[src/rtl/copper_pkg.sv]
//////////////////////////////////////////////////////////////////////
// Copper package
// Frame geometry, instruction encoding, register bus regions and the
// sequencer state codes shared by the copper blocks
//////////////////////////////////////////////////////////////////////
`default_nettype none

package copper_pkg;

    // Frame geometry, reduced for simulation
    localparam int H_TOTAL = 64;
    localparam int V_TOTAL = 16;
    localparam int POS_W   = 11;

    // Program memory
    localparam int PC_W       = 10;
    localparam int PROG_DEPTH = 1024;

    // Instruction word
    localparam int INSN_W = 32;

    // Opcodes in bits 31:28
    localparam logic [3:0] OP_WAIT  = 4'b0000;
    localparam logic [3:0] OP_SKIP  = 4'b0010;
    localparam logic [3:0] OP_JMP   = 4'b0100;
    localparam logic [3:0] OP_MOVER = 4'b1001;
    localparam logic [3:0] OP_MOVEF = 4'b1010;
    localparam logic [3:0] OP_MOVEP = 4'b1011;
    localparam logic [3:0] OP_MOVEC = 4'b1100;

    // Bit positions within the WAIT/SKIP flags field
    localparam int FLAG_IGNORE_V = 0;
    localparam int FLAG_IGNORE_H = 1;

    // External register bus
    localparam int XR_ADDR_W = 16;
    localparam int XR_DATA_W = 16;

    localparam logic [XR_ADDR_W-1:0] XR_REG_BASE   = 16'h0000;
    localparam logic [XR_ADDR_W-1:0] XR_TILE_MEM   = 16'h4000;
    localparam logic [XR_ADDR_W-1:0] XR_COLOR_MEM  = 16'h8000;
    localparam logic [XR_ADDR_W-1:0] XR_COPPER_MEM = 16'hC000;

    // Control register, enable on top, initial PC in the low bits
    localparam int CTRL_EN_BIT = 15;

    // Sequencer states
    localparam int              ST_W         = 3;
    localparam logic [ST_W-1:0] ST_INIT      = 3'd0;
    localparam logic [ST_W-1:0] ST_FETCH     = 3'd1;
    localparam logic [ST_W-1:0] ST_LATCH     = 3'd2;
    localparam logic [ST_W-1:0] ST_PRECOMP   = 3'd3;
    localparam logic [ST_W-1:0] ST_EXEC      = 3'd4;
    localparam logic [ST_W-1:0] ST_MOVE_WAIT = 3'd5;

    // WAIT, SKIP and JMP view of an instruction
    typedef struct packed {
        logic [3:0]       opcode;
        logic             pad_y;
        logic [POS_W-1:0] ypos;   // JMP target lives in ypos[10:1]
        logic             pad_x;
        logic [POS_W-1:0] xpos;
        logic [3:0]       flags;
    } copper_pos_t;

    // MOVEx view of an instruction
    typedef struct packed {
        logic [3:0]           opcode;
        logic [11:0]          addr;
        logic [XR_DATA_W-1:0] data;
    } copper_move_t;

    typedef union packed {
        copper_pos_t  pos;
        copper_move_t move;
    } copper_insn_t;

endpackage

`default_nettype wire

[src/rtl/xr_wb_master.sv]
//////////////////////////////////////////////////////////////////////
// XR bus Wishbone master
// Maps a move instruction to a region address and runs one classic
// Wishbone write, reporting completion when ack arrives
//////////////////////////////////////////////////////////////////////
`default_nettype none

module xr_wb_master (
    input  wire logic                           clk,
    input  wire logic                           copp_reset,
    input  wire logic                           frame_restart_i,
    input  wire logic                           move_req_i,
    input  wire copper_pkg::copper_insn_t       move_insn_i,
    output logic                                move_done_o,
    output logic                                wb_cyc_o,
    output logic                                wb_stb_o,
    output logic                                wb_we_o,
    output logic [copper_pkg::XR_ADDR_W-1:0]    wb_adr_o,
    output logic [copper_pkg::XR_DATA_W-1:0]    wb_dat_o,
    input  wire logic                           wb_ack_i
);

    import copper_pkg::*;

    logic [XR_ADDR_W-1:0] move_adr;

    // Region base OR'd with the field width each opcode allows
    always_comb begin
        case (move_insn_i.move.opcode)
            OP_MOVEF: move_adr = XR_TILE_MEM   | {4'h0, move_insn_i.move.addr};
            OP_MOVEP: move_adr = XR_COLOR_MEM  | {8'h00, move_insn_i.move.addr[7:0]};
            OP_MOVEC: move_adr = XR_COPPER_MEM | {5'h00, move_insn_i.move.addr[10:0]};
            default:  move_adr = XR_REG_BASE   | {8'h00, move_insn_i.move.addr[7:0]};
        endcase
    end

    // Write-only master
    assign wb_we_o = wb_cyc_o;

    always_ff @(posedge clk) begin
        if (copp_reset) begin
            wb_cyc_o    <= 1'b0;
            wb_stb_o    <= 1'b0;
            move_done_o <= 1'b0;
        end else begin
            move_done_o <= 1'b0;
            if (frame_restart_i) begin
                // Abort, the sequencer restarts anyway
                wb_cyc_o <= 1'b0;
                wb_stb_o <= 1'b0;
            end else if (wb_cyc_o) begin
                if (wb_ack_i) begin
                    wb_cyc_o    <= 1'b0;
                    wb_stb_o    <= 1'b0;
                    move_done_o <= 1'b1;
                end
            end else if (move_req_i) begin
                wb_cyc_o <= 1'b1;
                wb_stb_o <= 1'b1;
            end
        end
    end

    // Address and data captured when a cycle opens
    always_ff @(posedge clk) begin
        if (!wb_cyc_o && move_req_i) begin
            wb_adr_o <= move_adr;
            wb_dat_o <= move_insn_i.move.data;
        end
    end

    // Held steady until ack, unless the cycle was aborted
    a_stable_until_ack: assert property (
        @(posedge clk) disable iff (copp_reset)
        (wb_stb_o && !wb_ack_i) |=> (!wb_stb_o || ($stable(wb_adr_o) && $stable(wb_dat_o)))
    ) else $error("wishbone address or data changed before ack");

    a_stb_needs_cyc: assert property (
        @(posedge clk) disable iff (copp_reset) wb_stb_o |-> wb_cyc_o
    ) else $error("wishbone stb without cyc");

endmodule

`default_nettype wire

[config.mk]
export PLATFORM = sky130hd
export DESIGN_NAME = xr_wb_master
export DESIGN_NICKNAME = d
export VERILOG_FILES = /design/src/rtl/copper_pkg.sv /design/src/rtl/xr_wb_master.sv
export SDC_FILE = /design/constraint.sdc
export NUM_CORES = 1
export LEC_CHECK = 0
export BUFFER_PORTS_ARGS = -buffer_cell sky130_fd_sc_hd__buf_2
export CAP_MARGIN = 20
export CORE_MARGIN = 5
export CORE_UTILIZATION = 36
export DETAILED_ROUTE_END_ITERATION = 16
export PLACE_DENSITY_LB_ADDON = 0.15
export SLEW_MARGIN = 20
export SYNTH_ARGS = -nofsm -noshare
export SYNTH_HDL_FRONTEND = slang
export SYNTH_SLANG_ARGS = --single-unit
[constraint.sdc]
create_clock -name clk -period 2 [get_ports clk]
set_input_delay 0.2 -clock clk [delete_from_list [all_inputs] [get_ports clk]]
set_output_delay 0.2 -clock clk [all_outputs]
set_load 0.02 [all_outputs]
==> results by group <==
Run status
  • Status: finished, final reports clean

Die
  • Std-Cell Rows: 20
  • IO Count: 73
  • Die height: 65.4 µm
  • Initial Util: 0.368
  • Die area: 0.00428 mm²
  • Core ar.: 0.00300 mm²
  • Die X: 65.4 µm

Timing
  • Max-slew violations: 0
  • Worst Clk Skew: 0.00922 ns
  • RSZ-0062 raised after global routing: no
  • Final worst-path cycle share: 0.591
  • Final worst setup slack: 0.819 ns
  • Final setup violating endpoints: 0
  • Final worst path period need: 1.18 ns
  • Fin Setup TNS: 0 ns
  • Final Hold Vio Count: 0
  • Fmax: 0.847 GHz

Clock tree
  • Post-CTS Setup Repair Bufs: 0
  • CTS tree: built
  • Post-CTS sizing: 0
  • CTS Hold Bufs: 0
  • Clk sink count: 33
  • Worst-path clk slew: 0.10 ns
  • H-tree depth: 2
  • Total CTS buffers: 5
  • Clock latency on the worst-skew pair: 0.32 ns
  • Clock Root Buffer: clkbuf_4
  • CTS max path bufs: 2

Route
  • Iter 0 DRT Violations: 15
  • Via Count: 727
  • Final WL: 2180 µm
  • DRT antenna net count: 0
  • Vias/cell: 4.41
  • DRC viols: 0
  • DR WL/cell: 13.2 µm
  • Drt pass-1 iters: 2

Setup path
  • Critical Path RT: 1.98 ns
  • Startpoint Class: register
  • Worst-path fanout max: 31
  • Worst Path Arrival: 1.16 ns
  • Critical path class: reg -> reg
  • Setup crit end kind: register
  • Worst R2R Start: wb_cyc_o$_SDFF_PP0_
  • Register-to-Register Path Depth: 2
  • FF-to-FF setup slack: 0.82 ns
  • FF-to-FF End: wb_adr_o[0]$_DFFE_PP_

Placement
  • Pre-CTS setup slack: 0.807 ns
  • Port Buffer Count: 70
  • Routability cong.: 0.679
  • HPWL Detailed: 1680 µm

Finish
  • Area delta synth->final: 39.2%
  • Ratio of cells with drive above 1 in the final layout: 0.591
  • Ant. Diodes: 0
  • Layout Nets: 168

Synthesis
  • Number of synthesized flops with an enable pin: 30
  • Yosys warns: 0
  • Top post-synthesis cells by area: edfxtp_1, dfxtp_1, buf_4
  • Avg Cell Area, Syn: 20.1 µm²
  • FF+latch count, synth: 33
  • Cells after Synth: 55
  • Cell Area, Synth: 0.00110 mm²
  • Top_reg_cell synth: edfxtp_1
  • Largest area contributor in the netlist: edfxtp_1
  • Synth top area share: 0.815
  • Asr flop ratio synth: 0
  • Post-synth cell types: 17
  • Sequential fraction of the synthesis area: 0.870

Pwr
  • P_leak: 0.681 nW
  • Internal power: 0.994 mW
  • Power Density: 849 mW/mm²
  • P_sw: 0.312 mW
  • Peak supply drop: 0.000408 V
  • Seq pwr share: 0.618
  • Comb pwr share: 0.122
  • Clock share of power: 0.260
  • Sw Share: 0.239

Global routing
  • GRT Overall Usage: 0.111
  • Grt total ovfl: 0
  • Vias in the first global route: 780
  • First-pass GRT wire length: 3420 µm
  • Initial antenna violation count: 0
  • Largest net degree at the start of global routing: 32

Hold path
  • Hold Path Sink: wb_adr_o[2]$_DFFE_PP_
  • Hold path depth: 1
  • Hold Path Origin: move_insn_i[18]
  • Hold Path Class: in -> reg

Flow run
  • Total of max-cap violations: 0
[state kept, by name, summed over array words and instances, names as in the netlist]
name and flops:
move_done_o 1, wb_stb_o 1, wb_cyc_o 1, wb_dat_o 16, wb_adr_o 14
[kinds of logic after synthesis]
logic type,after synthesis,synth area share
XOR/XNOR,1,0.00793
AND/OR/NAND/NOR,13,0.0691
buffers and inverters,3,0.0204
AO/OA/AOI/OAI,4,0.0295
other,1,0.00339
flip-flops,33,0.870
[layout by cell type, fill, tap and decap left out, types with 2 or more instances in the layout]
cell | Yosys | layout
nor3b_1 | 3 | 3
edfxtp_1 | 30 | 30
clkbuf_1 | 0 | 2
nand2_1 | 2 | 2
nor3_1 | 2 | 2
clkbuf_4 | 0 | 5
nor2_1 | 2 | 2
buf_2 | 0 | 70
dfxtp_1 | 3 | 3
conb_1 | 1 | 2
[Yosys cell counts, types with 2 or more instances]
cell	number
nand2_1	2
buf_4	3
nor2_1	2
edfxtp_1	30
nor3_1	2
nor3b_1	3
dfxtp_1	3
[cell type report]
type	instances	area [µm²]
multi-input combinational	20	128
sequential	33	961
tap	33	41.3
clock buffer	7	45.0
timing repair buffer	71	358
fill	274	1470
clock inverter	1	5.00
[metrics by stage]
step / utilization / power [mW] / hold slack [ns] / instances / instance area [µm²]
detailed placement: 0.495 / 0.986 / 0.379 / 157 / 1490
CTS: 0.512 / 1.33 / 0.0268 / 165 / 1540
floorplan: - / 0.910 / 0.277 / 56 / 1110
finish: 0.512 / 1.31 / 0.0444 / 165 / 1540
global route: 0.512 / 1.38 / 0.0119 / 165 / 1540
global placement: 0.495 / 0.982 / 0.378 / 157 / 1490
[critical path: stages (launching register included)]
cell	delay, ns
dfxtp_1	0.37
nor2b_2	0.12
buf_4	0.35
[layer usage]
metal	GRT usage	vias to the layer above	routed length (µm)
met5	0	-	0
met4	0.0544	0	34
met3	0.0667	5	295
met2	0.191	45	1090
met1	0.101	324	760
li1	-	353	-
[power groups by stage]
| stage | Combinational (mW) | Sequential [mW] | Clock, mW |
|---|---|---|---|
| finish | 0.160 | 0.806 | 0.339 |
| global route | 0.174 | 0.810 | 0.393 |
| CTS | 0.163 | 0.807 | 0.358 |
| detailed placement | 0.163 | 0.823 | 0 |
| global placement | 0.160 | 0.822 | 0 |
| floorplan | 0.0338 | 0.876 | 0 |
[worst max path at each step]
stage,from,to,cells past startpoint
2_1_floorplan,wb_cyc_o$_SDFF_PP0_,wb_adr_o[0]$_DFFE_PP_,1
3_3_place_gp,wb_cyc_o$_SDFF_PP0_,wb_dat_o[12]$_DFFE_PP_,2
3_5_place_dp,wb_cyc_o$_SDFF_PP0_,wb_dat_o[12]$_DFFE_PP_,2
5_1_grt,wb_cyc_o$_SDFF_PP0_,wb_adr_o[9]$_DFFE_PP_,2
6_report,wb_cyc_o$_SDFF_PP0_,wb_adr_o[0]$_DFFE_PP_,2
4_1_cts,wb_cyc_o$_SDFF_PP0_,wb_dat_o[1]$_DFFE_PP_,2
Note: power is estimated with default switching activity, not from simulation.
