$ cat src/rtl/copper_pkg.sv
//////////////////////////////////////////////////////////////////////
// Copper package
// Frame geometry, instruction encoding, register bus regions and the
// sequencer state codes shared by the copper blocks
//////////////////////////////////////////////////////////////////////
`default_nettype none

package copper_pkg;

    // Frame geometry, reduced for simulation
    localparam int H_TOTAL = 64;
    localparam int V_TOTAL = 16;
    localparam int POS_W   = 11;

    // Program memory
    localparam int PC_W       = 10;
    localparam int PROG_DEPTH = 1024;

    // Instruction word
    localparam int INSN_W = 32;

    // Opcodes in bits 31:28
    localparam logic [3:0] OP_WAIT  = 4'b0000;
    localparam logic [3:0] OP_SKIP  = 4'b0010;
    localparam logic [3:0] OP_JMP   = 4'b0100;
    localparam logic [3:0] OP_MOVER = 4'b1001;
    localparam logic [3:0] OP_MOVEF = 4'b1010;
    localparam logic [3:0] OP_MOVEP = 4'b1011;
    localparam logic [3:0] OP_MOVEC = 4'b1100;

    // Bit positions within the WAIT/SKIP flags field
    localparam int FLAG_IGNORE_V = 0;
    localparam int FLAG_IGNORE_H = 1;

    // External register bus
    localparam int XR_ADDR_W = 16;
    localparam int XR_DATA_W = 16;

    localparam logic [XR_ADDR_W-1:0] XR_REG_BASE   = 16'h0000;
    localparam logic [XR_ADDR_W-1:0] XR_TILE_MEM   = 16'h4000;
    localparam logic [XR_ADDR_W-1:0] XR_COLOR_MEM  = 16'h8000;
    localparam logic [XR_ADDR_W-1:0] XR_COPPER_MEM = 16'hC000;

    // Control register, enable on top, initial PC in the low bits
    localparam int CTRL_EN_BIT = 15;

    // Sequencer states
    localparam int              ST_W         = 3;
    localparam logic [ST_W-1:0] ST_INIT      = 3'd0;
    localparam logic [ST_W-1:0] ST_FETCH     = 3'd1;
    localparam logic [ST_W-1:0] ST_LATCH     = 3'd2;
    localparam logic [ST_W-1:0] ST_PRECOMP   = 3'd3;
    localparam logic [ST_W-1:0] ST_EXEC      = 3'd4;
    localparam logic [ST_W-1:0] ST_MOVE_WAIT = 3'd5;

    // WAIT, SKIP and JMP view of an instruction
    typedef struct packed {
        logic [3:0]       opcode;
        logic             pad_y;
        logic [POS_W-1:0] ypos;   // JMP target lives in ypos[10:1]
        logic             pad_x;
        logic [POS_W-1:0] xpos;
        logic [3:0]       flags;
    } copper_pos_t;

    // MOVEx view of an instruction
    typedef struct packed {
        logic [3:0]           opcode;
        logic [11:0]          addr;
        logic [XR_DATA_W-1:0] data;
    } copper_move_t;

    typedef union packed {
        copper_pos_t  pos;
        copper_move_t move;
    } copper_insn_t;

endpackage

`default_nettype wire

$ cat src/rtl/video_timing.sv
//////////////////////////////////////////////////////////////////////
// Video timing
// Free-running beam counters and the frame restart pulse on the
// last pixel of each frame
//////////////////////////////////////////////////////////////////////
`default_nettype none

module video_timing (
    input  wire logic                       clk,
    input  wire logic                       copp_reset,
    output logic [copper_pkg::POS_W-1:0]    h_count_o,
    output logic [copper_pkg::POS_W-1:0]    v_count_o,
    output logic                            frame_restart_o
);

    import copper_pkg::*;

    logic h_last;
    logic v_last;

    // Last pixel of a line and last line of a frame
    assign h_last = (h_count_o == POS_W'(H_TOTAL - 1));
    assign v_last = (v_count_o == POS_W'(V_TOTAL - 1));

    // One cycle at the very end of the frame
    assign frame_restart_o = h_last && v_last;

    always_ff @(posedge clk) begin
        if (copp_reset) begin
            h_count_o <= '0;
            v_count_o <= '0;
        end else if (h_last) begin
            h_count_o <= '0;
            // Line wraps, step or wrap the vertical count
            if (v_last) begin
                v_count_o <= '0;
            end else begin
                v_count_o <= v_count_o + 1'b1;
            end
        end else begin
            h_count_o <= h_count_o + 1'b1;
        end
    end

endmodule

`default_nettype wire

$ cat config.mk
export PLATFORM = sky130hd
export DESIGN_NAME = video_timing
export DESIGN_NICKNAME = d
export VERILOG_FILES = /design/src/rtl/copper_pkg.sv /design/src/rtl/video_timing.sv
export SDC_FILE = /design/constraint.sdc
export NUM_CORES = 1
export LEC_CHECK = 0
export BUFFER_PORTS_ARGS = -buffer_cell sky130_fd_sc_hd__buf_4
export CAP_MARGIN = 20
export CORE_UTILIZATION = 40
export DETAILED_ROUTE_END_ITERATION = 7
export GPL_TIMING_DRIVEN = 0
export PLACE_DENSITY = 0.65
export SLEW_MARGIN = 20
export SYNTH_ARGS = -nofsm -noshare
export SYNTH_HDL_FRONTEND = slang
export SYNTH_SLANG_ARGS = --single-unit
$ cat constraint.sdc
create_clock -name clk -period 2.4 [get_ports clk]
set_input_delay 0.72 -clock clk [delete_from_list [all_inputs] [get_ports clk]]
set_output_delay 0.72 -clock clk [all_outputs]
set_load 0.05 [all_outputs]
==> metrics.txt, run 1 <==
core area=2280 sq um; Slew Limit Headroom=70.2%; post-route ant nets=0; max incr delay on CP=0.53 ns; # diodes=0; synthesis-to-layout area growth=36.6%; syn nets=120; period utilization=116%; Post-CTS Hold Buffers=0; Worst-Skew Late Latency=0.32 ns; RD Place Congestion=0.780; VDD IR max=0.000273 V; most frequent cells in the layout=buf_4 (29), nor2_1 (14), dfxtp_1 (12), a21oi_1 (10), nand4_1 (9); First DRT Iteration DRCs=10; Starting Density=43.7%; total CTS buffers=3; Via density=5.50; post-synth top area cell=dfxtp_1; H-tree Lvls=1; Mapped Area=995 sq um; Max Clock Skew=0.0190 ns; Reg clk slew, reported paths=0.11 ns; CTS Sinks=22; Detailed Place HPWL=1.58 mm; chip height=51.9 um; first-pass GRT wire length=3.88 mm; Total Neg Setup Slack=-0.376 ns; Pwr Density=482 nW/um^2; CTS tree=yes; critical path's slowest cell=or4_4; pin count of the biggest net entering global routing=14; Ports=25; Max FO, Critical Path=2; HP Class=reg2reg; GR Overflow Total=0; synthesized instance count=116; vias in the first global route=875; WHS=0.435 ns; final slew viol count=0; overall die area=2690 sq um; final hold vios=0; Port Buffer Count=24; post-layout net count=154; Synth Area per Inst=8.58 sq um; die width=51.9 um; first-pass detailed-route iteration total=4; most used cell, CP=or4_4; Crit Path Category=reg2out; DP Area=1260 sq um; CP arrival=2.06 ns; DRC Markers=0; outcome=complete, but fails checks; commonest non-fill, non-tap cell in the layout=buf_4; # setup viols final=1; Root Driver=clkbuf_4; fmax=0.360 GHz; leak pwr=0.534 nW; worst path required time=1.68 ns; synth unique cells=24; total number of vias=974; share of Yosys cell area claimed by the top area cell type=44.3%; Max-cap violations=0; RSZ-0062 raised after global routing=yes; CP cell instances=or4_4 > or4_4 > clkbuf_16 > nor2_4 > buf_8; Seq/Total Area, Yosys=44.3%; clk buf depth=2; yosys warns=0; GRT Overall Usage=19.4%; failing checks=negative setup slack; Area contributors post-synth=dfxtp_1 (44%), nand4_1 (5.7%), nor2_1 (5.7%), xnor2_1 (5.3%), a21oi_1 (5.0%); Yosys reg bits=22; initial antenna violation count=0; startpoint types=register; final worst slack=-0.376 ns; std cell rows=17; average wire per standard cell=12.8 um; Post-Route WL=2.27 mm; fillcell total=206; Worst Tran Pin Value=0.446 ns; Setup crit end kind=output pin; min Tclk post-route=2.78 ns; cell area after layout=1360 sq um; layout cells sized above 1=33.6%
==> sequential cells by signal, indices dropped and copies added, names as in the netlist <==
| register | flops |
|---|---|
| v_count_o | 11 |
| h_count_o | 11 |
==> power breakdown <==
part / internal, mW / switching (mW) / total (mW)
logic: 0.0120 / 0.0263 / 0.0383
clock network: 0.127 / 0.117 / 0.245
registers: 0.367 / 0.00411 / 0.371
==> worst paths after layout <==
path	depth (start not counted)	slack, ns	endpoint	start
worst max-delay path	5	-0.38	frame_restart_o	h_count_o[7]
worst min-delay path	1	0.43	h_count_o[0]	h_count_o[0]
worst max register to register	6	0.03	v_count_o[7]	h_count_o[7]
worst min register to register	1	0.43	h_count_o[0]	h_count_o[0]
==> cell usage after synthesis <==
library cell,n
nor3_1,3
or2b_1,1
o21bai_2,1
or3_1,7
buf_4,1
nand4_1,9
nand3_1,6
and4_1,1
xnor2_1,6
or4_4,1
and2_1,1
and3_1,4
o31ai_1,2
nor2_1,15
o21ai_0,7
nor4_1,1
a21oi_1,10
nand2_1,3
or4_1,3
clkbuf_1,3
dfxtp_1,22
xor2_1,4
inv_1,3
ha_1,2
==> through the flow <==
step | cells | total power, mW | setup slack (ns) | util, %
after floorplan | 116 | 0.406 | -0.262 | -
after global placement | 168 | 0.417 | -0.262 | 55.3
after detailed placement | 168 | 0.418 | -0.260 | 55.3
after CTS | 176 | 0.660 | -0.476 | 59.2
after global routing | 177 | 0.681 | -0.436 | 59.7
final | 177 | 0.654 | -0.376 | 59.7
==> final cells by class <==
class | count | area, sq um | share of cell area [%]
Buffer | 3 | 33.8 | 2.49
Clock buffer | 4 | 47.5 | 3.50
Inverter | 3 | 11.3 | 0.829
Multi-Input combinational cell | 87 | 536 | 39.4
Sequential cell | 22 | 463 | 34.1
Tap cell | 28 | 35.0 | 2.58
Timing Repair Buffer | 30 | 233 | 17.1
==> worst max-delay path, delay by kind of cell, from the launching register on <==
family	cells	cell delay, ns
DFF	1	0.36
buffers and inverters	2	0.32
and+or+nand+nor	3	1.07
==> cells by family after synthesis <==
kind of cell             share of synthesized area [%]
XOR/XNOR                                          8.80
adder cells (fa/ha/maj)                           2.52
buffers and inverters                             3.02
flip-flops                                        44.3
AO/OA/AOI/OAI                                     11.2
AND/OR/NAND/NOR                                   30.2
==> metal layers <==
layer  up-vias  part of all wire (%)  GRT usage [%]
met1       465                    45           21.5
met5         -                     0              0
met4         0                   1.2           6.76
met3         4                   4.8           6.73
met2        21                    49           33.8
li1        484                     -              -
==> timing repair <==
| action | in CTS | in global routing |
|---|---|---|
| hold endpoints to repair | 0 | 0 |
| gates resized for setup | 3 | 1 |
| pin swaps | 2 | 2 |
| buffers inserted | 5 | 1 |
| setup endpoints to repair | 1 | 3 |
Note: power is estimated with default switching activity, not from simulation.
==> run 2, diff against run 1 <==
--- a/config.mk
+++ b/config.mk
@@ -9,7 +9,6 @@
 export CAP_MARGIN = 20
 export CORE_UTILIZATION = 40
 export DETAILED_ROUTE_END_ITERATION = 7
-export GPL_TIMING_DRIVEN = 0
 export PLACE_DENSITY = 0.65
 export SLEW_MARGIN = 20
 export SYNTH_ARGS = -nofsm -noshare
==> metrics.txt, run 2 (synthesized netlist as in run 1, its figures left out) <==
CTS tree=yes; switching share of power=23.2% (+0.64 points); Reg clk slew, reported paths=0.12 ns (about the same); post-layout net count=149 (-3.2%); final worst slack=-0.213 ns (+0.164 ns); CTS Sinks=22 (unchanged); biggest registers after layout=h_count_o: 11 flops, v_count_o: 11 flops; Worst Tran Pin Value=0.429 ns (-0.0172 ns); startpoint types=register; period utilization=109% (-6.8 points); chip height=51.9 um (unchanged); Crit Path Category=reg2out; fillcell total=214 (+3.9%); VDD IR max=0.000362 V (+33%); outcome=complete, but fails checks; DRC Markers=0 (unchanged); fmax=0.383 GHz (+6.3%); average wire per standard cell=12.2 um (-4.8%); clk buf depth=2 (unchanged); Ports=25 (unchanged); first-pass detailed-route iteration total=3 (-1); Worst Hold Path Cells=1 (unchanged); Root Driver=clkbuf_4; Max FO, Critical Path=2 (unchanged); total number of vias=912 (-6.4%); Port Buffer Count=24 (unchanged); GRT Overall Usage=18.3% (-1.1 points); initial antenna violation count=0 (unchanged); Via density=5.30 (-3.6%); Reg2Reg Depth=5 (-1); leak pwr=0.506 nW (-5.2%); H-tree Lvls=1 (unchanged); synthesis-to-layout area growth=31.7%; first-pass GRT wire length=3.64 mm (-6.2%); total CTS buffers=3 (unchanged); Post-CTS Hold Buffers=0 (unchanged); pin count of the biggest net entering global routing=23 (+9); WHS=0.437 ns (+0.00241 ns); Total Neg Setup Slack=-0.213 ns (+0.164 ns); # setup viols final=1 (unchanged); Seq pwr share=56.3% (-0.5 points); HP Class=reg2reg; internal power=0.506 mW (about the same); final hold vios=0 (unchanged); Switch Pwr=0.153 mW (+3.6%); RD Place Congestion=0.729 (-6.5%); Comb power frac=5.6% (-0.3 points); Starting Density=43.7% (unchanged); CP arrival=1.89 ns (-0.17 ns); Slew Limit Headroom=71.4% (+1.1 points); min Tclk post-route=2.61 ns (-0.164 ns); Placement Setup Slack=0.102 ns (+0.362 ns); layout cells sized above 1=31.9% (-1.6 points); multi-input logic area=536 sq um (unchanged); overall die area=2690 sq um (unchanged); core area=2280 sq um (unchanged); most frequent cells in the layout=buf_4 (27), nor2_1 (14), dfxtp_1 (12), a21oi_1 (10), nand4_1 (9); commonest non-fill, non-tap cell in the layout=buf_4; final slew viol count=0 (unchanged); clock network power share=38.1% (+0.7 points); GR Overflow Total=0 (unchanged); Detailed Place HPWL=1.53 mm (-3.0%); Post-Route WL=2.10 mm (-7.4%); post-layout util=57.6% (-2.1 points); worst path required time=1.68 ns (about the same); register area=463 sq um (unchanged); failing checks=negative setup slack; std cell rows=17 (unchanged); die width=51.9 um (unchanged); Max-cap violations=0 (unchanged); # diodes=0 (unchanged); vias in the first global route=858 (-1.9%); Pwr Density=503 nW/um^2 (+4.5%); post-route ant nets=0 (unchanged); RSZ-0062 raised after global routing=yes; First DRT Iteration DRCs=6 (-4); Max Clock Skew=0.0211 ns (+0.00204 ns); Setup crit end kind=output pin; Worst-Skew Late Latency=0.33 ns (about the same)
## run 2: changes by cell type in the layout (fill, tap and decap cells not counted)
cell,delta
buf_4,-2
clkbuf_1,-1
clkbuf_16,-1
clkbuf_2,-1
## run 2: worst max-delay path, cell delays in order, from the launching register on
cell and delay, ns:
dfxtp_4 0.36, or4_4 0.52, or4_4 0.45, nor2_4 0.11, buf_8 0.15
## run 2: metal layers
metal / up-vias / track usage, % / wire (um)
li1: 479 / - / -
met1: 405 / 20.0 / 923
met2: 21 / 32.1 / 1030
met3: 7 / 6.43 / 106
met4: 0 / 6.76 / 40
met5: - / 0 / 0
## run 2: power by group through the flow
| stage | registers, mW | clock network (mW) | logic, mW |
|---|---|---|---|
| final | 0.371 | 0.251 | 0.0371 |
| after global routing | 0.372 | 0.272 | 0.0398 |
| after CTS | 0.371 | 0.261 | 0.0374 |
| after detailed placement | 0.379 | 0 | 0.0374 |
| after global placement | 0.379 | 0 | 0.0372 |
| after floorplan | 0.394 | 0 | 0.0114 |
## run 2: what timing repair did
item / CTS / global route
buffers inserted: 1 / 0
setup endpoints to repair: 1 / 1
resized for setup: 1 / 1
## run 2: stage by stage
stage               cells  cell area, sq um  power (mW)
floorplan             116              1040       0.406
global placement      167              1250       0.416
detailed placement    167              1250       0.417
CTS                   172              1310       0.670
global route          172              1310       0.684
finish                172              1310       0.659
## run 2: worst paths after layout
kind / to / slack (ns) / from
worst max register to register: v_count_o[8] / 0.14 / h_count_o[6]
worst max-delay path: frame_restart_o / -0.21 / h_count_o[6]
worst min-delay path: h_count_o[0] / 0.44 / h_count_o[0]
worst min register to register: h_count_o[0] / 0.44 / h_count_o[0]
## run 2: area by class of cell
cell class	instances	share of cell area, %
clock buffer	4	3.63
inverter	3	0.860
multi-input combinational	87	40.9
sequential	22	35.3
tap	28	2.67
timing repair buffer	28	16.6
==> run 3, diff against run 2 <==
--- a/config.mk
+++ b/config.mk
@@ -9,7 +9,6 @@
 export CAP_MARGIN = 20
 export CORE_UTILIZATION = 40
 export DETAILED_ROUTE_END_ITERATION = 7
-export PLACE_DENSITY = 0.65
 export SLEW_MARGIN = 20
 export SYNTH_ARGS = -nofsm -noshare
 export SYNTH_HDL_FRONTEND = slang
==> constraint.sdc (replaced) <==
create_clock -name clk -period 2.83 [get_ports clk]
set_input_delay 0.849 -clock clk [delete_from_list [all_inputs] [get_ports clk]]
set_output_delay 0.849 -clock clk [all_outputs]
set_load 0.05 [all_outputs]
==> metrics.txt, run 3 (synthesized netlist as in run 1, its figures left out) <==
GR Overflow Total=0 (unchanged); final worst slack=0.0648 ns (+0.277 ns); final slew viol count=0 (unchanged); Placement Setup Slack=0.372 ns (+0.270 ns); Post-Layout Cell Count=172 (unchanged); Total Neg Setup Slack=0 ns (+0.213 ns); first-pass detailed-route iteration total=4 (+1); Via density=5.26 (-0.77%); RSZ-0062 raised after global routing=yes; worst path required time=1.98 ns (+0.30 ns); critical path's slowest cell=or4_4; Post-Route WL=2.15 mm (+2.2%); biggest registers after layout=h_count_o: 11 flops, v_count_o: 11 flops; leak pwr=0.501 nW (-1.0%); layout cells sized above 1=31.9% (unchanged); Slew Limit Headroom=70.8% (-0.59 points); average wire per standard cell=12.5 um (+2.2%); synthesis-to-layout area growth=30.6%; Hold Crit Start=h_count_o[0]; Post-CTS Hold Buffers=0 (unchanged); First DRT Iteration DRCs=7 (+1); Reg clk slew, reported paths=0.13 ns (about the same); Pwr Total=0.522 mW (-21%); CTS tree=yes; total number of vias=905 (-0.77%); WHS=0.435 ns (-0.00273 ns); commonest non-fill, non-tap cell in the layout=buf_4; Ports=25 (unchanged); reg2reg setup slack=0.52 ns (+0.38 ns); CTS Sinks=22 (unchanged); fmax=0.362 GHz; fillcell total=214 (unchanged); GRT Overall Usage=17.8% (-0.52 points); Reg2Reg Depth=5 (unchanged); r2r endpoint=v_count_o[7]; Detailed Place HPWL=1.52 mm (-0.84%); most used cell, CP=or4_4; Max FO, Critical Path=3 (+1); outcome=finished clean; Worst Tran Pin Value=0.438 ns (+0.00890 ns); chip height=51.9 um (unchanged); overall die area=2690 sq um (unchanged); dpl cells=165 (-1.2%); RD Place Congestion=0.772 (+5.9%); Worst Setup SP=h_count_o[6]; Pwr Density=402 nW/um^2 (-20%); max incr delay on CP=0.53 ns (about the same); DP Area=1230 sq um (-1.2%); first-pass GRT wire length=3.51 mm (-3.4%); min Tclk post-route=2.77 ns; # setup viols final=0 (-1); clk buf depth=2 (unchanged); Port Buffer Count=24 (unchanged); Crit Path Category=reg2out; cell area after layout=1300 sq um (-0.86%); most frequent cells in the layout=buf_4 (27), nor2_1 (14), dfxtp_1 (12), a21oi_1 (10), nand4_1 (9); vias in the first global route=783 (-8.7%); DRC Markers=0 (unchanged); post-layout util=57.1% (-0.49 points); total CTS buffers=3 (unchanged); crit path to=frame_restart_o; initial antenna violation count=0 (unchanged); # diodes=0 (unchanged); Starting Density=43.7% (unchanged); post-route ant nets=0 (unchanged); final hold vios=0 (unchanged); pin count of the biggest net entering global routing=23 (unchanged); H-tree Lvls=1 (unchanged); Reg-to-Reg Start=h_count_o[6]; Worst-Skew Late Latency=0.31 ns (-0.02 ns); CP cell instances=or4_4 > or4_4 > nor2_4 > buf_8; Root Driver=clkbuf_4; CP arrival=1.92 ns (+0.03 ns); period utilization=97.7%; post-layout net count=149 (unchanged); Max-cap violations=0 (unchanged); Max Clock Skew=0.00818 ns (-0.0129 ns); VDD IR max=0.000235 V (-35%); std cell rows=17 (unchanged); HP Class=reg2reg; startpoint types=register; die width=51.9 um (unchanged); core area=2280 sq um (unchanged); Setup crit end kind=output pin
run 3: worst max-delay path: cells and delay by family, from the launching register on:
kind | cells | cell delay, ns
buf+inv | 1 | 0.15
simple gates | 3 | 1.08
flops | 1 | 0.37
run 3: how the worst min path moves through the flow:
stage                              end  depth (start not counted)
after floorplan           h_count_o[0]                          1
after global placement    h_count_o[0]                          1
after detailed placement  h_count_o[0]                          1
after CTS                 h_count_o[0]                          1
after global routing      h_count_o[0]                          1
final                     h_count_o[0]                          1
run 3: metal layers:
| layer | up-vias | GRT usage (%) | share of wire, % |
|---|---|---|---|
| met5 | - | 0 | 0 |
| met4 | 0 | 8.11 | 1.2 |
| met3 | 4 | 3.51 | 3.8 |
| met2 | 18 | 28.8 | 49 |
| met1 | 404 | 22.4 | 46 |
| li1 | 479 | - | - |
run 3: area by class of cell:
class | count | area, sq um | area share [%]
Tap cell | 28 | 35.0 | 2.70
Multi-Input combinational cell | 87 | 536 | 41.2
Timing Repair Buffer | 28 | 218 | 16.8
Clock buffer | 4 | 36.3 | 2.79
Inverter | 3 | 11.3 | 0.867
Sequential cell | 22 | 463 | 35.6
run 3: report_power, final:
part | switching [mW] | internal, mW | leakage, nW
combinational | 0.0218 | 0.00973 | 0.296
sequential | 0.00327 | 0.311 | 0.184
clock | 0.0977 | 0.0785 | 0.0210
total | 0.123 | 0.400 | 0.501
run 3: repair_timing:
item,4_1_cts,5_1_grt
buffers inserted,0,3
endpoints found under the hold margin,0,0
resized for setup,0,2
endpoints found under the setup margin,0,1
