**config.mk**
```make
export PLATFORM = sky130hd
export DESIGN_NAME = copper_sequencer
export DESIGN_NICKNAME = d
export VERILOG_FILES = /design/src/rtl/copper_pkg.sv /design/src/rtl/copper_sequencer.sv
export SDC_FILE = /design/constraint.sdc
export NUM_CORES = 1
export LEC_CHECK = 0
export ABC_AREA = 1
export BUFFER_PORTS_ARGS = -buffer_cell sky130_fd_sc_hd__buf_2
export CORE_MARGIN = 2
export CORE_UTILIZATION = 31
export CTS_CLUSTER_DIAMETER = 30
export DETAILED_ROUTE_END_ITERATION = 10
export PLACE_DENSITY_LB_ADDON = 0.05
export SKIP_LAST_GASP = 1
export SLEW_MARGIN = 30
export SYNTH_ARGS = -nofsm -noshare
export SYNTH_HDL_FRONTEND = slang
export SYNTH_SLANG_ARGS = --single-unit
```
**constraint.sdc**
```tcl
create_clock -name clk -period 4.45 [get_ports clk]
set_clock_uncertainty 0.1 [all_clocks]
set_input_delay 1.1125 -clock clk [delete_from_list [all_inputs] [get_ports clk]]
set_output_delay 1.1125 -clock clk [all_outputs]
set_load 0.005 [all_outputs]
```
**src/rtl/copper_pkg.sv**
```systemverilog
//////////////////////////////////////////////////////////////////////
// Copper package
// Frame geometry, instruction encoding, register bus regions and the
// sequencer state codes shared by the copper blocks
//////////////////////////////////////////////////////////////////////
`default_nettype none

package copper_pkg;

    // Frame geometry, reduced for simulation
    localparam int H_TOTAL = 64;
    localparam int V_TOTAL = 16;
    localparam int POS_W   = 11;

    // Program memory
    localparam int PC_W       = 10;
    localparam int PROG_DEPTH = 1024;

    // Instruction word
    localparam int INSN_W = 32;

    // Opcodes in bits 31:28
    localparam logic [3:0] OP_WAIT  = 4'b0000;
    localparam logic [3:0] OP_SKIP  = 4'b0010;
    localparam logic [3:0] OP_JMP   = 4'b0100;
    localparam logic [3:0] OP_MOVER = 4'b1001;
    localparam logic [3:0] OP_MOVEF = 4'b1010;
    localparam logic [3:0] OP_MOVEP = 4'b1011;
    localparam logic [3:0] OP_MOVEC = 4'b1100;

    // Bit positions within the WAIT/SKIP flags field
    localparam int FLAG_IGNORE_V = 0;
    localparam int FLAG_IGNORE_H = 1;

    // External register bus
    localparam int XR_ADDR_W = 16;
    localparam int XR_DATA_W = 16;

    localparam logic [XR_ADDR_W-1:0] XR_REG_BASE   = 16'h0000;
    localparam logic [XR_ADDR_W-1:0] XR_TILE_MEM   = 16'h4000;
    localparam logic [XR_ADDR_W-1:0] XR_COLOR_MEM  = 16'h8000;
    localparam logic [XR_ADDR_W-1:0] XR_COPPER_MEM = 16'hC000;

    // Control register, enable on top, initial PC in the low bits
    localparam int CTRL_EN_BIT = 15;

    // Sequencer states
    localparam int              ST_W         = 3;
    localparam logic [ST_W-1:0] ST_INIT      = 3'd0;
    localparam logic [ST_W-1:0] ST_FETCH     = 3'd1;
    localparam logic [ST_W-1:0] ST_LATCH     = 3'd2;
    localparam logic [ST_W-1:0] ST_PRECOMP   = 3'd3;
    localparam logic [ST_W-1:0] ST_EXEC      = 3'd4;
    localparam logic [ST_W-1:0] ST_MOVE_WAIT = 3'd5;

    // WAIT, SKIP and JMP view of an instruction
    typedef struct packed {
        logic [3:0]       opcode;
        logic             pad_y;
        logic [POS_W-1:0] ypos;   // JMP target lives in ypos[10:1]
        logic             pad_x;
        logic [POS_W-1:0] xpos;
        logic [3:0]       flags;
    } copper_pos_t;

    // MOVEx view of an instruction
    typedef struct packed {
        logic [3:0]           opcode;
        logic [11:0]          addr;
        logic [XR_DATA_W-1:0] data;
    } copper_move_t;

    typedef union packed {
        copper_pos_t  pos;
        copper_move_t move;
    } copper_insn_t;

endpackage

`default_nettype wire

```
**src/rtl/copper_sequencer.sv**
```systemverilog
//////////////////////////////////////////////////////////////////////
// Copper sequencer
// Control register, program counter and the fetch / precompute /
// execute FSM, issues move requests to the bus master
//////////////////////////////////////////////////////////////////////
`default_nettype none

module copper_sequencer (
    input  wire logic                               clk,
    input  wire logic                               copp_reset,
    input  wire logic                               ctrl_wr_i,
    input  wire logic [copper_pkg::XR_DATA_W-1:0]   ctrl_data_i,
    input  wire logic [copper_pkg::POS_W-1:0]       h_count_i,
    input  wire logic [copper_pkg::POS_W-1:0]       v_count_i,
    input  wire logic                               frame_restart_i,
    output logic [copper_pkg::PC_W-1:0]             rd_addr_o,
    input  wire logic [copper_pkg::INSN_W-1:0]      rd_data_i,
    output logic                                    move_req_o,
    output copper_pkg::copper_insn_t                move_insn_o,
    input  wire logic                               move_done_i
);

    import copper_pkg::*;

    // Control register
    logic            copper_en;
    logic [PC_W-1:0] init_pc;

    logic [PC_W-1:0] pc;
    logic [ST_W-1:0] state;
    copper_insn_t    insn;

    // Registered in PRECOMP for use in EXEC
    logic            v_reached;
    logic            h_reached;
    logic [PC_W-1:0] pc_skip;

    // Decoded from the latched instruction
    logic            ignore_v;
    logic            ignore_h;
    logic            pos_hit;
    logic            wait_done;
    logic            is_move;
    logic [PC_W-1:0] pc_jmp;

    // Fetch always reads at the current PC
    assign rd_addr_o   = pc;
    assign move_insn_o = insn;

    always_comb begin
        ignore_v  = insn.pos.flags[FLAG_IGNORE_V];
        ignore_h  = insn.pos.flags[FLAG_IGNORE_H];
        pc_jmp    = insn.pos.ypos[POS_W-1:1];
        // An ignored coordinate counts as reached
        pos_hit   = (ignore_v || v_reached) && (ignore_h || h_reached);
        // Both ignored means hold until frame restart
        wait_done = pos_hit && !(ignore_v && ignore_h);
        case (insn.pos.opcode)
            OP_MOVER, OP_MOVEF, OP_MOVEP, OP_MOVEC: is_move = 1'b1;
            default:                                is_move = 1'b0;
        endcase
    end

    // One request per move, only on the EXEC cycle
    assign move_req_o = (state == ST_EXEC) && is_move;

    // Instruction latch and precompute
    always_ff @(posedge clk) begin
        if (state == ST_LATCH) begin
            insn <= rd_data_i;
        end
        if (state == ST_PRECOMP) begin
            v_reached <= (v_count_i >= insn.pos.ypos);
            h_reached <= (h_count_i >= insn.pos.xpos);
            pc_skip   <= pc + 1'b1;
        end
    end

    always_ff @(posedge clk) begin
        if (copp_reset) begin
            copper_en <= 1'b0;
            init_pc   <= '0;
            pc        <= '0;
            state     <= ST_INIT;
        end else begin
            if (ctrl_wr_i) begin
                copper_en <= ctrl_data_i[CTRL_EN_BIT];
                init_pc   <= ctrl_data_i[PC_W-1:0];
            end

            // Frame restart wins over everything else
            if (frame_restart_i) begin
                state <= ST_INIT;
                pc    <= init_pc;
            end else begin
                case (state)
                    ST_INIT: begin
                        if (copper_en) begin
                            state <= ST_FETCH;
                        end
                    end
                    // RAM samples the PC here, so step it now
                    ST_FETCH: begin
                        if (copper_en) begin
                            pc    <= pc + 1'b1;
                            state <= ST_LATCH;
                        end else begin
                            state <= ST_INIT;
                        end
                    end
                    ST_LATCH: begin
                        state <= ST_PRECOMP;
                    end
                    ST_PRECOMP: begin
                        state <= ST_EXEC;
                    end
                    ST_EXEC: begin
                        case (insn.pos.opcode)
                            OP_WAIT: begin
                                // Not there yet, compare again
                                state <= wait_done ? ST_FETCH : ST_PRECOMP;
                            end
                            OP_SKIP: begin
                                if (pos_hit) begin
                                    pc <= pc_skip;
                                end
                                state <= ST_FETCH;
                            end
                            OP_JMP: begin
                                pc    <= pc_jmp;
                                state <= ST_FETCH;
                            end
                            OP_MOVER, OP_MOVEF, OP_MOVEP, OP_MOVEC: begin
                                state <= ST_MOVE_WAIT;
                            end
                            // Illegal opcode, just move on
                            default: begin
                                state <= ST_FETCH;
                            end
                        endcase
                    end
                    ST_MOVE_WAIT: begin
                        if (move_done_i) begin
                            state <= ST_FETCH;
                        end
                    end
                    default: begin
                        state <= ST_INIT;
                    end
                endcase
            end
        end
    end

    // A done only answers the move that is being waited on
    a_done_in_move_wait: assert property (
        @(posedge clk) disable iff (copp_reset)
        move_done_i |-> (state == ST_MOVE_WAIT)
    ) else $error("move done without an outstanding move");

endmodule

`default_nettype wire

```
==> impl_results.md, run 1 <==
* Result of the run: finished, final reports clean
* Detail Placement HPWL at 6740 um
* CTS tree: yes
* TritonRoute pass-1 iters at 4
* Final hold violation count at 0
* Worst min-delay path category: reg -> reg
* Via count of the first global-routing pass at 2977
* Share of power burned in combinational logic at 0.083
* Post-synthesis cell area at 3570 sq um
* Count of H-tree levels built during CTS at 3
* Remaining antenna violation count at 0
* Horizontal die dimension at 111 um
* Final nets at 611
* Worst setup path category: reg -> out
* Number of I/O port buffers at 112
* Via-per-instance ratio at 4.50
* Number of max-cap violations at 0
* Net Sw Frac at 0.227
* Worst Max-Slew Pin Slew at 0.703 ns
* Clock Tree Buf Depth at 2
* Fraction of layout instances using a drive strength above 1 at 0.317
* Part of the power in the clock network at 0.460
* Layout overhead on the synthesized area at 28.5%
* Site row count at 39
* Startpoint of the tightest hold check path: init_pc[9]$_SDFFE_PP0P_
* Sequential area share after synthesis at 0.505
* Critical path startpoint: state[0]$_SDFFE_PP0P_
* Register-to-register setup slack at 2.50 ns
* Final estimated routing congestion in global placement at 0.814
* 1st-iter DRT viols at 129
* Crit path max-delay family: buffers and inverters
* Post-synthesis average cell area at 8.97 sq um
* Overall power at 0.00153 W
* Wire length of the first global-routing pass at 14200 um
* Average wire per cell in the routed design at 13.2 um
* Number of antenna diodes at 0
* Fill cells at 1203
* Area of the die at 12400 sq um
* R2R Path End: rd_addr_o[6]$_SDFFE_PP0P_
* Root cell of the clock tree: clkbuf_16
* Number of pins with negative max-slew slack in the final report at 0
* Number of clock sinks at 68
* # hold bufs at CTS at 0
* Unrepaired setup endpoints after global routing: no
* Total global-route track usage at 0.146
* Cts repair resizes at 0
* Worst reg2reg path depth at 8
* Shortest clock period the worst path allows after layout at 2.98 ns
* TritonCTS buffer count at 9
* Max Fclk at 0.336 GHz
* Final Cycle Share at 0.669
* Total negative slack at 0 ns
* GRT overflow at 0
* Reg2reg start: move_insn_o[29]$_DFFE_PP_
* Setup WS post-layout at 1.47 ns
* Worst endpoint data arrival time at 1.76 ns
* Power density cells at 334 nW/um^2
* Cell taking the most area after synthesis: edfxtp_1
* Largest stage delay on the critical path at 0.36 ns
* Count of endpoints failing setup in the final report at 0
* Initial antenna violation count at 0
* Buffer and inverter count on the worst path at 3
* Seq cells post-synth at 68
* Cell types with the largest area share after synthesis: edfxtp_1, dfxtp_1, ha_1
* Sum of routed wire length over all layers at 8700 um
* Master of the slowest instance on the critical path: inv_1
* Y dimension of the die at 111 um
* Internal cell power at 0.00119 W
* Reg clk slew, reported paths at 0.05 ns
* Boundary pin count at 118
* Cell with the most instances on the worst path: inv_1
* Levels on crit path at 6
* Setup bufs post-CTS at 0
* Ordered list of cells on the worst path: nor2_2 -> nand2_2 -> inv_1 -> nand3_1 -> inv_1 -> buf_2
* Crit path max fanout at 13
* Worst supply voltage drop on vdd at 134 uV
* Synth warn at 0
* DRC errors left at 0
* Worst Path Required at 3.24 ns
* Synthesized instance count at 398
* Setup Slack @ Placement at 1.78 ns
* Clock latency on the worst-skew pair at 0.33 ns
* Seq pwr share at 0.457
* Worst hold slack after final layout at 0.362 ns
* Relative slew slack at 0.531
* Net Count, Synth at 496
* Fraction of post-synthesis cell area in the top cell type by area at 0.370
* Leakage dissipation at 2.09 nW
* Initial Util at 0.315
* Switching Power at 0.000348 W
* Startpoint type of the worst setup path: flip-flop
* Maximum number of pins on one net before global-route repair at 34
* Vias at 2977
* Synth cell types at 30
* Last element of the critical path: move_req_o
* CORE AREA at 11300 sq um
* Critical Path End Type: output port
-- layout by cell type (no fill, tap or decap) --
cell type,Yosys,layout
buf_2,4,112
inv_1,50,50
nand3_2,7,7
o21ai_1,5,5
nor4_1,1,1
a211oi_1,2,2
edfxtp_1,44,44
inv_4,0,1
a21oi_2,7,7
xor2_1,2,2
dfxtp_1,24,24
a31oi_1,1,1
nor2_2,2,3
nand3_1,37,37
nor2_1,47,45
a21oi_1,17,17
clkbuf_8,0,2
nand2_4,1,1
nand4_1,9,9
nand2_2,3,3
clkbuf_1,3,1
o21bai_1,1,1
inv_2,3,3
o21ai_2,1,1
buf_16,0,1
and2_1,5,5
clkinv_2,0,2
o21ai_0,20,20
nand2_1,67,67
or2_2,7,7
ha_1,23,23
nor2_4,3,4
clkbuf_16,0,10
-- metal layers --
layer  track usage  vias up  share of wire
met2         0.228       83           0.46
met1         0.191     1321           0.47
met4        0.0519        0          0.011
li1              -     1564              -
met5             0        -              0
met3        0.0454        9          0.060
-- cell families (layout without fill, tap and decap cells) --
group,after synthesis,in the layout,share of synthesized area
AOI/OAI and AO/OA,54,54,0.0866
adders and majority gates,23,23,0.0806
and+or+nand+nor,189,189,0.251
DFF,68,68,0.505
xor gates and xnor gates,2,2,0.00491
buffers and inverters,62,182,0.0719
-- synth_stat cells, drive strengths merged --
master and count:
a31oi 1, nand4 9, nand3 44, nor2 52, and2 5, a21oi 24
nor4 1, edfxtp 44, o21ai 26, o21bai 1, a211oi 2, or2 7
inv 53, buf 6, clkbuf 3, dfxtp 24, xor2 2, nand2 71
ha 23
-- power groups by stage --
stage          Combinational (W)  Clock [W]  Sequential (W)
6_report                0.000128   0.000706        0.000701
5_1_grt                 0.000148   0.000751        0.000702
4_1_cts                 0.000130   0.000725        0.000700
3_5_place_dp            0.000129          0        0.000714
3_3_place_gp            0.000128          0        0.000714
2_1_floorplan          0.0000768          0        0.000710
-- through the flow --
stage,util,cell area [sq um],instances
after floorplan,-,3570,398
after global placement,0.376,4260,644
after detailed placement,0.376,4260,644
after CTS,0.403,4560,660
after global routing,0.405,4590,661
final,0.405,4590,661
-- worst reg2reg max path: stages (launching register included) --
cell      delay (ns)
edfxtp_1        0.43
nor2_4          0.29
nand2_4         0.18
nand2_2         0.10
o21ai_2         0.06
nor2_4          0.30
inv_2           0.18
a21oi_1         0.15
nor2_1          0.05
-- state kept, by name, summed over array words and instances, names as in the netlist --
| register | cells |
|---|---|
| rd_addr_o | 10 |
| v_reached | 1 |
| init_pc | 10 |
| h_reached | 1 |
| pc_skip | 10 |
| state | 3 |
| move_insn_o | 32 |
| copper_en | 1 |
-- how the worst min path moves through the flow --
stage / end / slack [ns] / cells past startpoint
6_report: init_pc[9]$_SDFFE_PP0P_ / 0.36 / 2
5_1_grt: init_pc[9]$_SDFFE_PP0P_ / 0.39 / 2
4_1_cts: init_pc[9]$_SDFFE_PP0P_ / 0.37 / 2
3_3_place_gp: init_pc[9]$_SDFFE_PP0P_ / 0.35 / 2
3_5_place_dp: init_pc[9]$_SDFFE_PP0P_ / 0.36 / 2
2_1_floorplan: init_pc[9]$_SDFFE_PP0P_ / 0.33 / 2
-- area by class of cell --
| class | instances | area, sq um | share of cell area |
|---|---|---|---|
| clock buffer | 13 | 282 | 0.0614 |
| timing repair buffer | 113 | 588 | 0.128 |
| sequential | 68 | 1800 | 0.393 |
| clock inverter | 3 | 16.3 | 0.00355 |
| multi-input combinational | 268 | 1520 | 0.332 |
| tap | 143 | 179 | 0.0390 |
| inverter | 53 | 199 | 0.0434 |
No activity file was read; power rests on OpenSTA's default activity.
==> run 2: changes to the inputs <==
==> constraint.sdc (replaced) <==
create_clock -name clk -period 2.8 [get_ports clk]
set_clock_uncertainty 0.1 [all_clocks]
set_input_delay 0.7 -clock clk [delete_from_list [all_inputs] [get_ports clk]]
set_output_delay 0.7 -clock clk [all_outputs]
set_load 0.005 [all_outputs]
==> run 2 against run 1 <==
Wire length rose by 0.59%. Sequential power rose by 58%. Die area did not move. Register-to-register slack got worse by 1.7 ns. Critical endpoint unchanged.
==> impl_results.md, run 2 (synthesis gave the netlist of run 1 again) <==
* Average wire per cell in the routed design at 13.2 um (+0.43%)
* Number of max-cap violations at 0 (unchanged)
* Layout overhead on the synthesized area at 29.3%
* Levels on crit path at 6 (unchanged)
* Final Cycle Share at 0.917
* Fraction of layout instances using a drive strength above 1 at 0.316 (-0.000610)
* Wire length of the first global-routing pass at 14100 um (-0.29%)
* Count of H-tree levels built during CTS at 3 (unchanged)
* Critical path startpoint: state[0]$_SDFFE_PP0P_
* Detail Placement HPWL at 6860 um (+1.7%)
* Startpoint type of the worst setup path: flip-flop
* Reg2reg start: move_insn_o[31]$_DFFE_PP_
* Worst Max-Slew Pin Slew at 0.447 ns (-0.256 ns)
* Cts repair resizes at 0 (unchanged)
* TritonCTS buffer count at 9 (unchanged)
* Flip-flop count of the largest register, all copies and words added at 32 (unchanged)
* # hold bufs at CTS at 0 (unchanged)
* Relative slew slack at 0.699 (+0.169)
* Worst min-delay path category: reg -> reg
* Number of clock sinks at 68 (unchanged)
* Number of I/O port buffers at 112 (unchanged)
* Via count of the first global-routing pass at 2962 (-0.50%)
* Worst endpoint data arrival time at 1.77 ns (about the same)
* Leakage dissipation at 2.10 nW (+0.55%)
* Reg clk slew, reported paths at 0.05 ns (about the same)
* Sum of routed wire length over all layers at 8750 um (+0.59%)
* Most frequent cells in the layout: buf_2, nand2_1, inv_1, nor2_1, edfxtp_1
* Boundary pin count at 118 (unchanged)
* Initial Util at 0.315 (unchanged)
* CORE AREA at 11300 sq um (unchanged)
* Worst setup path category: reg -> out
* Via-per-instance ratio at 4.45 (-1.3%)
* Combined area of the multi-input logic cells at 1520 sq um (-0.16%)
* Power density cells at 565 nW/um^2 (+69%)
* Master of the slowest instance on the critical path: dfxtp_1
* Shortest clock period the worst path allows after layout at 2.57 ns
* Horizontal die dimension at 111 um (unchanged)
* CTS tree: yes
* Worst supply voltage drop on vdd at 384 uV (+190%)
* Clock Tree Buf Depth at 2 (unchanged)
* DRC errors left at 0 (unchanged)
* Unrepaired setup endpoints after global routing: no
* Sequential cell area at 1800 sq um (unchanged)
* Post-Place Cells at 646 (+0.31%)
* Count of endpoints failing setup in the final report at 0 (unchanged)
* Most common cell after layout, fill and taps aside: buf_2
* Worst hold slack after final layout at 0.356 ns (-0.00687 ns)
* Register-to-register setup slack at 0.85 ns (-1.65 ns)
* Buffer and inverter count on the worst path at 3 (unchanged)
* GRT overflow at 0 (unchanged)
* Maximum number of pins on one net before global-route repair at 23 (-32%)
* Area of the die at 12400 sq um (unchanged)
* 1st-iter DRT viols at 155 (+20%)
* Count of placed standard cells in the final layout, fillers left out at 662 (+0.15%)
* Crit path max-delay family: buffers and inverters
* Site row count at 39 (unchanged)
* Max Fclk at 0.390 GHz
* Number of pins with negative max-slew slack in the final report at 0 (unchanged)
* Final nets at 612 (+0.16%)
* Worst Path Required at 2.00 ns (-1.24 ns)
* R2R Path End: rd_addr_o[6]$_SDFFE_PP0P_
* Total negative slack at 0 ns (unchanged)
* Critical Path End Type: output port
* Vias at 2944 (-1.1%)
* Ordered list of cells on the worst path: nor2_2 -> nand2_2 -> inv_1 -> nand3_1 -> inv_1 -> buf_2
* Total global-route track usage at 0.146 (about the same)
* Initial antenna violation count at 0 (unchanged)
* Setup bufs post-CTS at 0 (unchanged)
* Root cell of the clock tree: clkbuf_16
* Largest stage delay on the critical path at 0.35 ns (about the same)
* Cell with the most instances on the worst path: inv_1
* Remaining antenna violation count at 0 (unchanged)
* Number of antenna diodes at 0 (unchanged)
* Post-Route Utilization at 0.408 (+0.00243)
* Clock latency on the worst-skew pair at 0.34 ns (about the same)
* Final estimated routing congestion in global placement at 0.812 (-0.31%)
* TritonRoute pass-1 iters at 4 (unchanged)
* Last element of the critical path: move_req_o
* Final hold violation count at 0 (unchanged)
* Result of the run: finished, final reports clean
* Y dimension of the die at 111 um (unchanged)
* Overall power at 0.00261 W (+70%)
* Fill cells at 1195 (-0.67%)
* Crit path max fanout at 13 (unchanged)
* Worst reg2reg path depth at 8 (unchanged)
run 2: worst min path at each step:
stage                                 start                       to  slack [ns]  cells past startpoint
CTS                 init_pc[9]$_SDFFE_PP0P_  init_pc[9]$_SDFFE_PP0P_        0.36                      2
detailed placement  init_pc[9]$_SDFFE_PP0P_  init_pc[9]$_SDFFE_PP0P_        0.35                      2
global route        init_pc[9]$_SDFFE_PP0P_  init_pc[9]$_SDFFE_PP0P_        0.40                      2
floorplan           init_pc[9]$_SDFFE_PP0P_  init_pc[9]$_SDFFE_PP0P_        0.33                      2
finish              init_pc[9]$_SDFFE_PP0P_  init_pc[9]$_SDFFE_PP0P_        0.36                      2
global placement    init_pc[9]$_SDFFE_PP0P_  init_pc[9]$_SDFFE_PP0P_        0.35                      2
run 2: area by class of cell:
class | instances | share of cell area
clock buffer | 9 | 0.0488
clock inverter | 7 | 0.0249
sequential | 68 | 0.390
inverter | 53 | 0.0431
timing repair buffer | 114 | 0.125
tap | 143 | 0.0388
multi-input combinational | 268 | 0.329
run 2: per-stage QoR:
stage                     setup slack [ns]  instance area (sq um)
after CTS                            0.192                   4610
after floorplan                      0.407                   3570
after global placement               0.577                   4270
after detailed placement             0.563                   4270
final                                0.234                   4610
after global routing                0.0556                   4610
run 2: tightest hold or removal path, cell delays in order (launching register included):
cell and delay, ns:
dfxtp_1 0.29, inv_1 0.06, a21oi_1 0.06
run 2: report_power, final:
part | leakage (nW) | internal, W | switching, W
clock | 0.163 | 0.000865 | 0.000426
combinational | 1.34 | 0.0000953 | 0.000108
sequential | 0.597 | 0.00109 | 0.0000237
run 2: metal layers:
metal / track usage / wire, um
met1: 0.176 / 4040
met2: 0.233 / 4000
met3: 0.0574 / 519
met4: 0.0593 / 193
met5: 0 / 0
==> run 3: changes to the inputs <==
--- a/config.mk
+++ b/config.mk
@@ -12,6 +12,7 @@
 export CTS_CLUSTER_DIAMETER = 30
 export DETAILED_ROUTE_END_ITERATION = 10
 export PLACE_DENSITY_LB_ADDON = 0.05
+export REMOVE_ABC_BUFFERS = 1
 export SKIP_LAST_GASP = 1
 export SLEW_MARGIN = 30
 export SYNTH_ARGS = -nofsm -noshare
==> run 3 against run 2 <==
Sequential power hardly changed. Wire length shrank 1.6%. Clock power is 7% lower. Critical path type unchanged. Critical endpoint unchanged. Largest cell class unchanged.
==> impl_results.md, run 3 (synthesis gave the netlist of run 1 again) <==
* DRC errors left at 0 (unchanged)
* Most frequent cells in the layout: buf_2, nand2_1, inv_1, nor2_1, edfxtp_1
* Final hold violation count at 0 (unchanged)
* # hold bufs at CTS at 0 (unchanged)
* Cts repair resizes at 0 (unchanged)
* Worst endpoint data arrival time at 1.53 ns (-0.24 ns)
* R2R Path End: rd_addr_o[6]$_SDFFE_PP0P_
* Clock latency on the worst-skew pair at 0.34 ns (about the same)
* Layout overhead on the synthesized area at 29.1%
* Reg2reg start: move_insn_o[29]$_DFFE_PP_
* Share of power burned in combinational logic at 0.081 (+0.003)
* Via-per-instance ratio at 4.51 (+1.4%)
* Area of the die at 12400 sq um (unchanged)
* Site row count at 39 (unchanged)
* Count of placed standard cells in the final layout, fillers left out at 663 (+0.15%)
* Startpoint type of the worst setup path: flip-flop
* Critical Path End Type: output port
* Post-Place Cells at 647 (+0.15%)
* GRT overflow at 0 (unchanged)
* Leakage dissipation at 2.11 nW (+0.35%)
* Total global-route track usage at 0.147 (+0.00125)
* Count of endpoints failing setup in the final report at 0 (unchanged)
* Worst hold slack after final layout at 0.389 ns (+0.0329 ns)
* Worst Path Required at 2.00 ns (about the same)
* 1st-iter DRT viols at 99 (-36%)
* Number of antenna diodes at 0 (unchanged)
* Most common cell after layout, fill and taps aside: buf_2
* Result of the run: finished, final reports clean
* Switching Power at 0.000550 W (-1.3%)
* Number of pins with negative max-slew slack in the final report at 0 (unchanged)
* Via count of the first global-routing pass at 3041 (+2.7%)
* Setup WS post-layout at 0.465 ns (+0.232 ns)
* Root cell of the clock tree: clkbuf_16
* Last element of the critical path: move_req_o
* Reg clk slew, reported paths at 0.05 ns (about the same)
* Number of I/O port buffers at 112 (unchanged)
* TritonCTS buffer count at 9 (unchanged)
* Worst min-delay path category: reg -> reg
* Shortest clock period the worst path allows after layout at 2.33 ns (-0.232 ns)
* Part of the power in the clock network at 0.476 (-0.019)
* TritonRoute pass-1 iters at 4 (unchanged)
* Unrepaired setup endpoints after global routing: no
* CORE AREA at 11300 sq um (unchanged)
* Total negative slack at 0 ns (unchanged)
* Initial Util at 0.315 (unchanged)
* Final nets at 613 (+0.16%)
* Worst setup path category: reg -> out
* Clock Tree Buf Depth at 2 (unchanged)
* Critical path startpoint: move_insn_o[29]$_DFFE_PP_
* Horizontal die dimension at 111 um (unchanged)
* Fraction of layout instances using a drive strength above 1 at 0.319 (+0.00324)
* Detail Placement HPWL at 6810 um (-0.72%)
* Net Sw Frac at 0.219 (+0.00520)
* Average wire per cell in the routed design at 13.0 um (-1.7%)
* Setup bufs post-CTS at 0 (unchanged)
* Crit path max fanout at 10 (-3)
* Number of cells traversed by the worst hold path at 2 (unchanged)
* Final estimated routing congestion in global placement at 0.831 (+2.4%)
* Initial antenna violation count at 0 (unchanged)
* Seq pwr share at 0.443 (+0.016)
* Maximum number of pins on one net before global-route repair at 22 (-4.3%)
* Number of clock sinks at 68 (unchanged)
* Worst reg2reg path depth at 8 (unchanged)
* Setup Slack @ Placement at 0.549 ns (-0.0142 ns)
* Vias at 2989 (+1.5%)
* Final Cycle Share at 0.834 (-0.0827)
* Worst Max-Slew Pin Slew at 0.406 ns (-0.0408 ns)
* Relative slew slack at 0.729 (+0.0293)
* CTS tree: yes
* Sum of routed wire length over all layers at 8610 um (-1.6%)
* Boundary pin count at 118 (unchanged)
* Remaining antenna violation count at 0 (unchanged)
* Flip-flop count of the largest register, all copies and words added at 32 (unchanged)
* Y dimension of the die at 111 um (unchanged)
* Count of H-tree levels built during CTS at 3 (unchanged)
* Number of max-cap violations at 0 (unchanged)
* Worst supply voltage drop on vdd at 402 uV (+4.6%)
* Internal cell power at 0.00196 W (-4.3%)
* Max Fclk at 0.428 GHz (+9.9%)
* Wire length of the first global-routing pass at 14400 um (+2.0%)
* Register-to-register setup slack at 0.83 ns (-0.02 ns)
* Power density cells at 545 nW/um^2 (-3.6%)
## run 3: changes by cell type in the layout (fill, tap and decap cells not counted)
cell / before / now
bufinv_16: 3 / 0
clkbuf_8: 0 / 3
clkbuf_16: 9 / 11
buf_4: 2 / 3
clkinv_1: 1 / 0
clkinv_2: 1 / 2
clkinv_4: 1 / 0
clkinvlp_4: 1 / 0
## run 3: layer usage
metal	wire [um]	GRT usage	share of wire	vias to the layer above
li1	-	-	-	1570
met1	3980	0.179	0.46	1322
met2	3840	0.231	0.45	87
met3	636	0.0607	0.074	10
met4	155	0.0593	0.018	0
met5	0	0	0	-
## run 3: through the flow
step	power, W	area, sq um	util
floorplan	0.00124	3510	-
global placement	0.00134	4280	0.378
detailed placement	0.00134	4280	0.378
CTS	0.00256	4610	0.407
global route	0.00262	4610	0.407
finish	0.00251	4610	0.407
## run 3: how the worst min path moves through the flow
stage | startpoint | end | slack (ns)
6_report | init_pc[2]$_SDFFE_PP0P_ | init_pc[2]$_SDFFE_PP0P_ | 0.39
3_3_place_gp | init_pc[2]$_SDFFE_PP0P_ | init_pc[2]$_SDFFE_PP0P_ | 0.38
4_1_cts | init_pc[2]$_SDFFE_PP0P_ | init_pc[2]$_SDFFE_PP0P_ | 0.40
2_1_floorplan | init_pc[9]$_SDFFE_PP0P_ | init_pc[9]$_SDFFE_PP0P_ | 0.33
5_1_grt | rd_data_i[12] | move_insn_o[12]$_DFFE_PP_ | 0.42
3_5_place_dp | init_pc[2]$_SDFFE_PP0P_ | init_pc[2]$_SDFFE_PP0P_ | 0.38
## run 3: power by group through the flow
stage	Combinational, W	Clock [W]	Sequential, W
finish	0.000204	0.00120	0.00111
global route	0.000236	0.00127	0.00112
CTS	0.000208	0.00123	0.00111
floorplan	0.000113	0	0.00113
detailed placement	0.000206	0	0.00113
global placement	0.000204	0	0.00113
## run 3: area by class of cell
cell class | count | area [sq um]
Sequential cell | 68 | 1800
Inverter | 53 | 199
Timing Repair Buffer | 115 | 583
Fill cell | 1167 | 6710
Tap cell | 143 | 179
Clock buffer | 14 | 317
Clock inverter | 2 | 10.0
Multi-Input combinational cell | 268 | 1520
## run 3: critical path, stage by stage, from the launching register on
cell and delay [ns]:
edfxtp_1 0.45, nor2_4 0.30, xor2_1 0.17, nand3_1 0.08, inv_1 0.08, buf_2 0.11
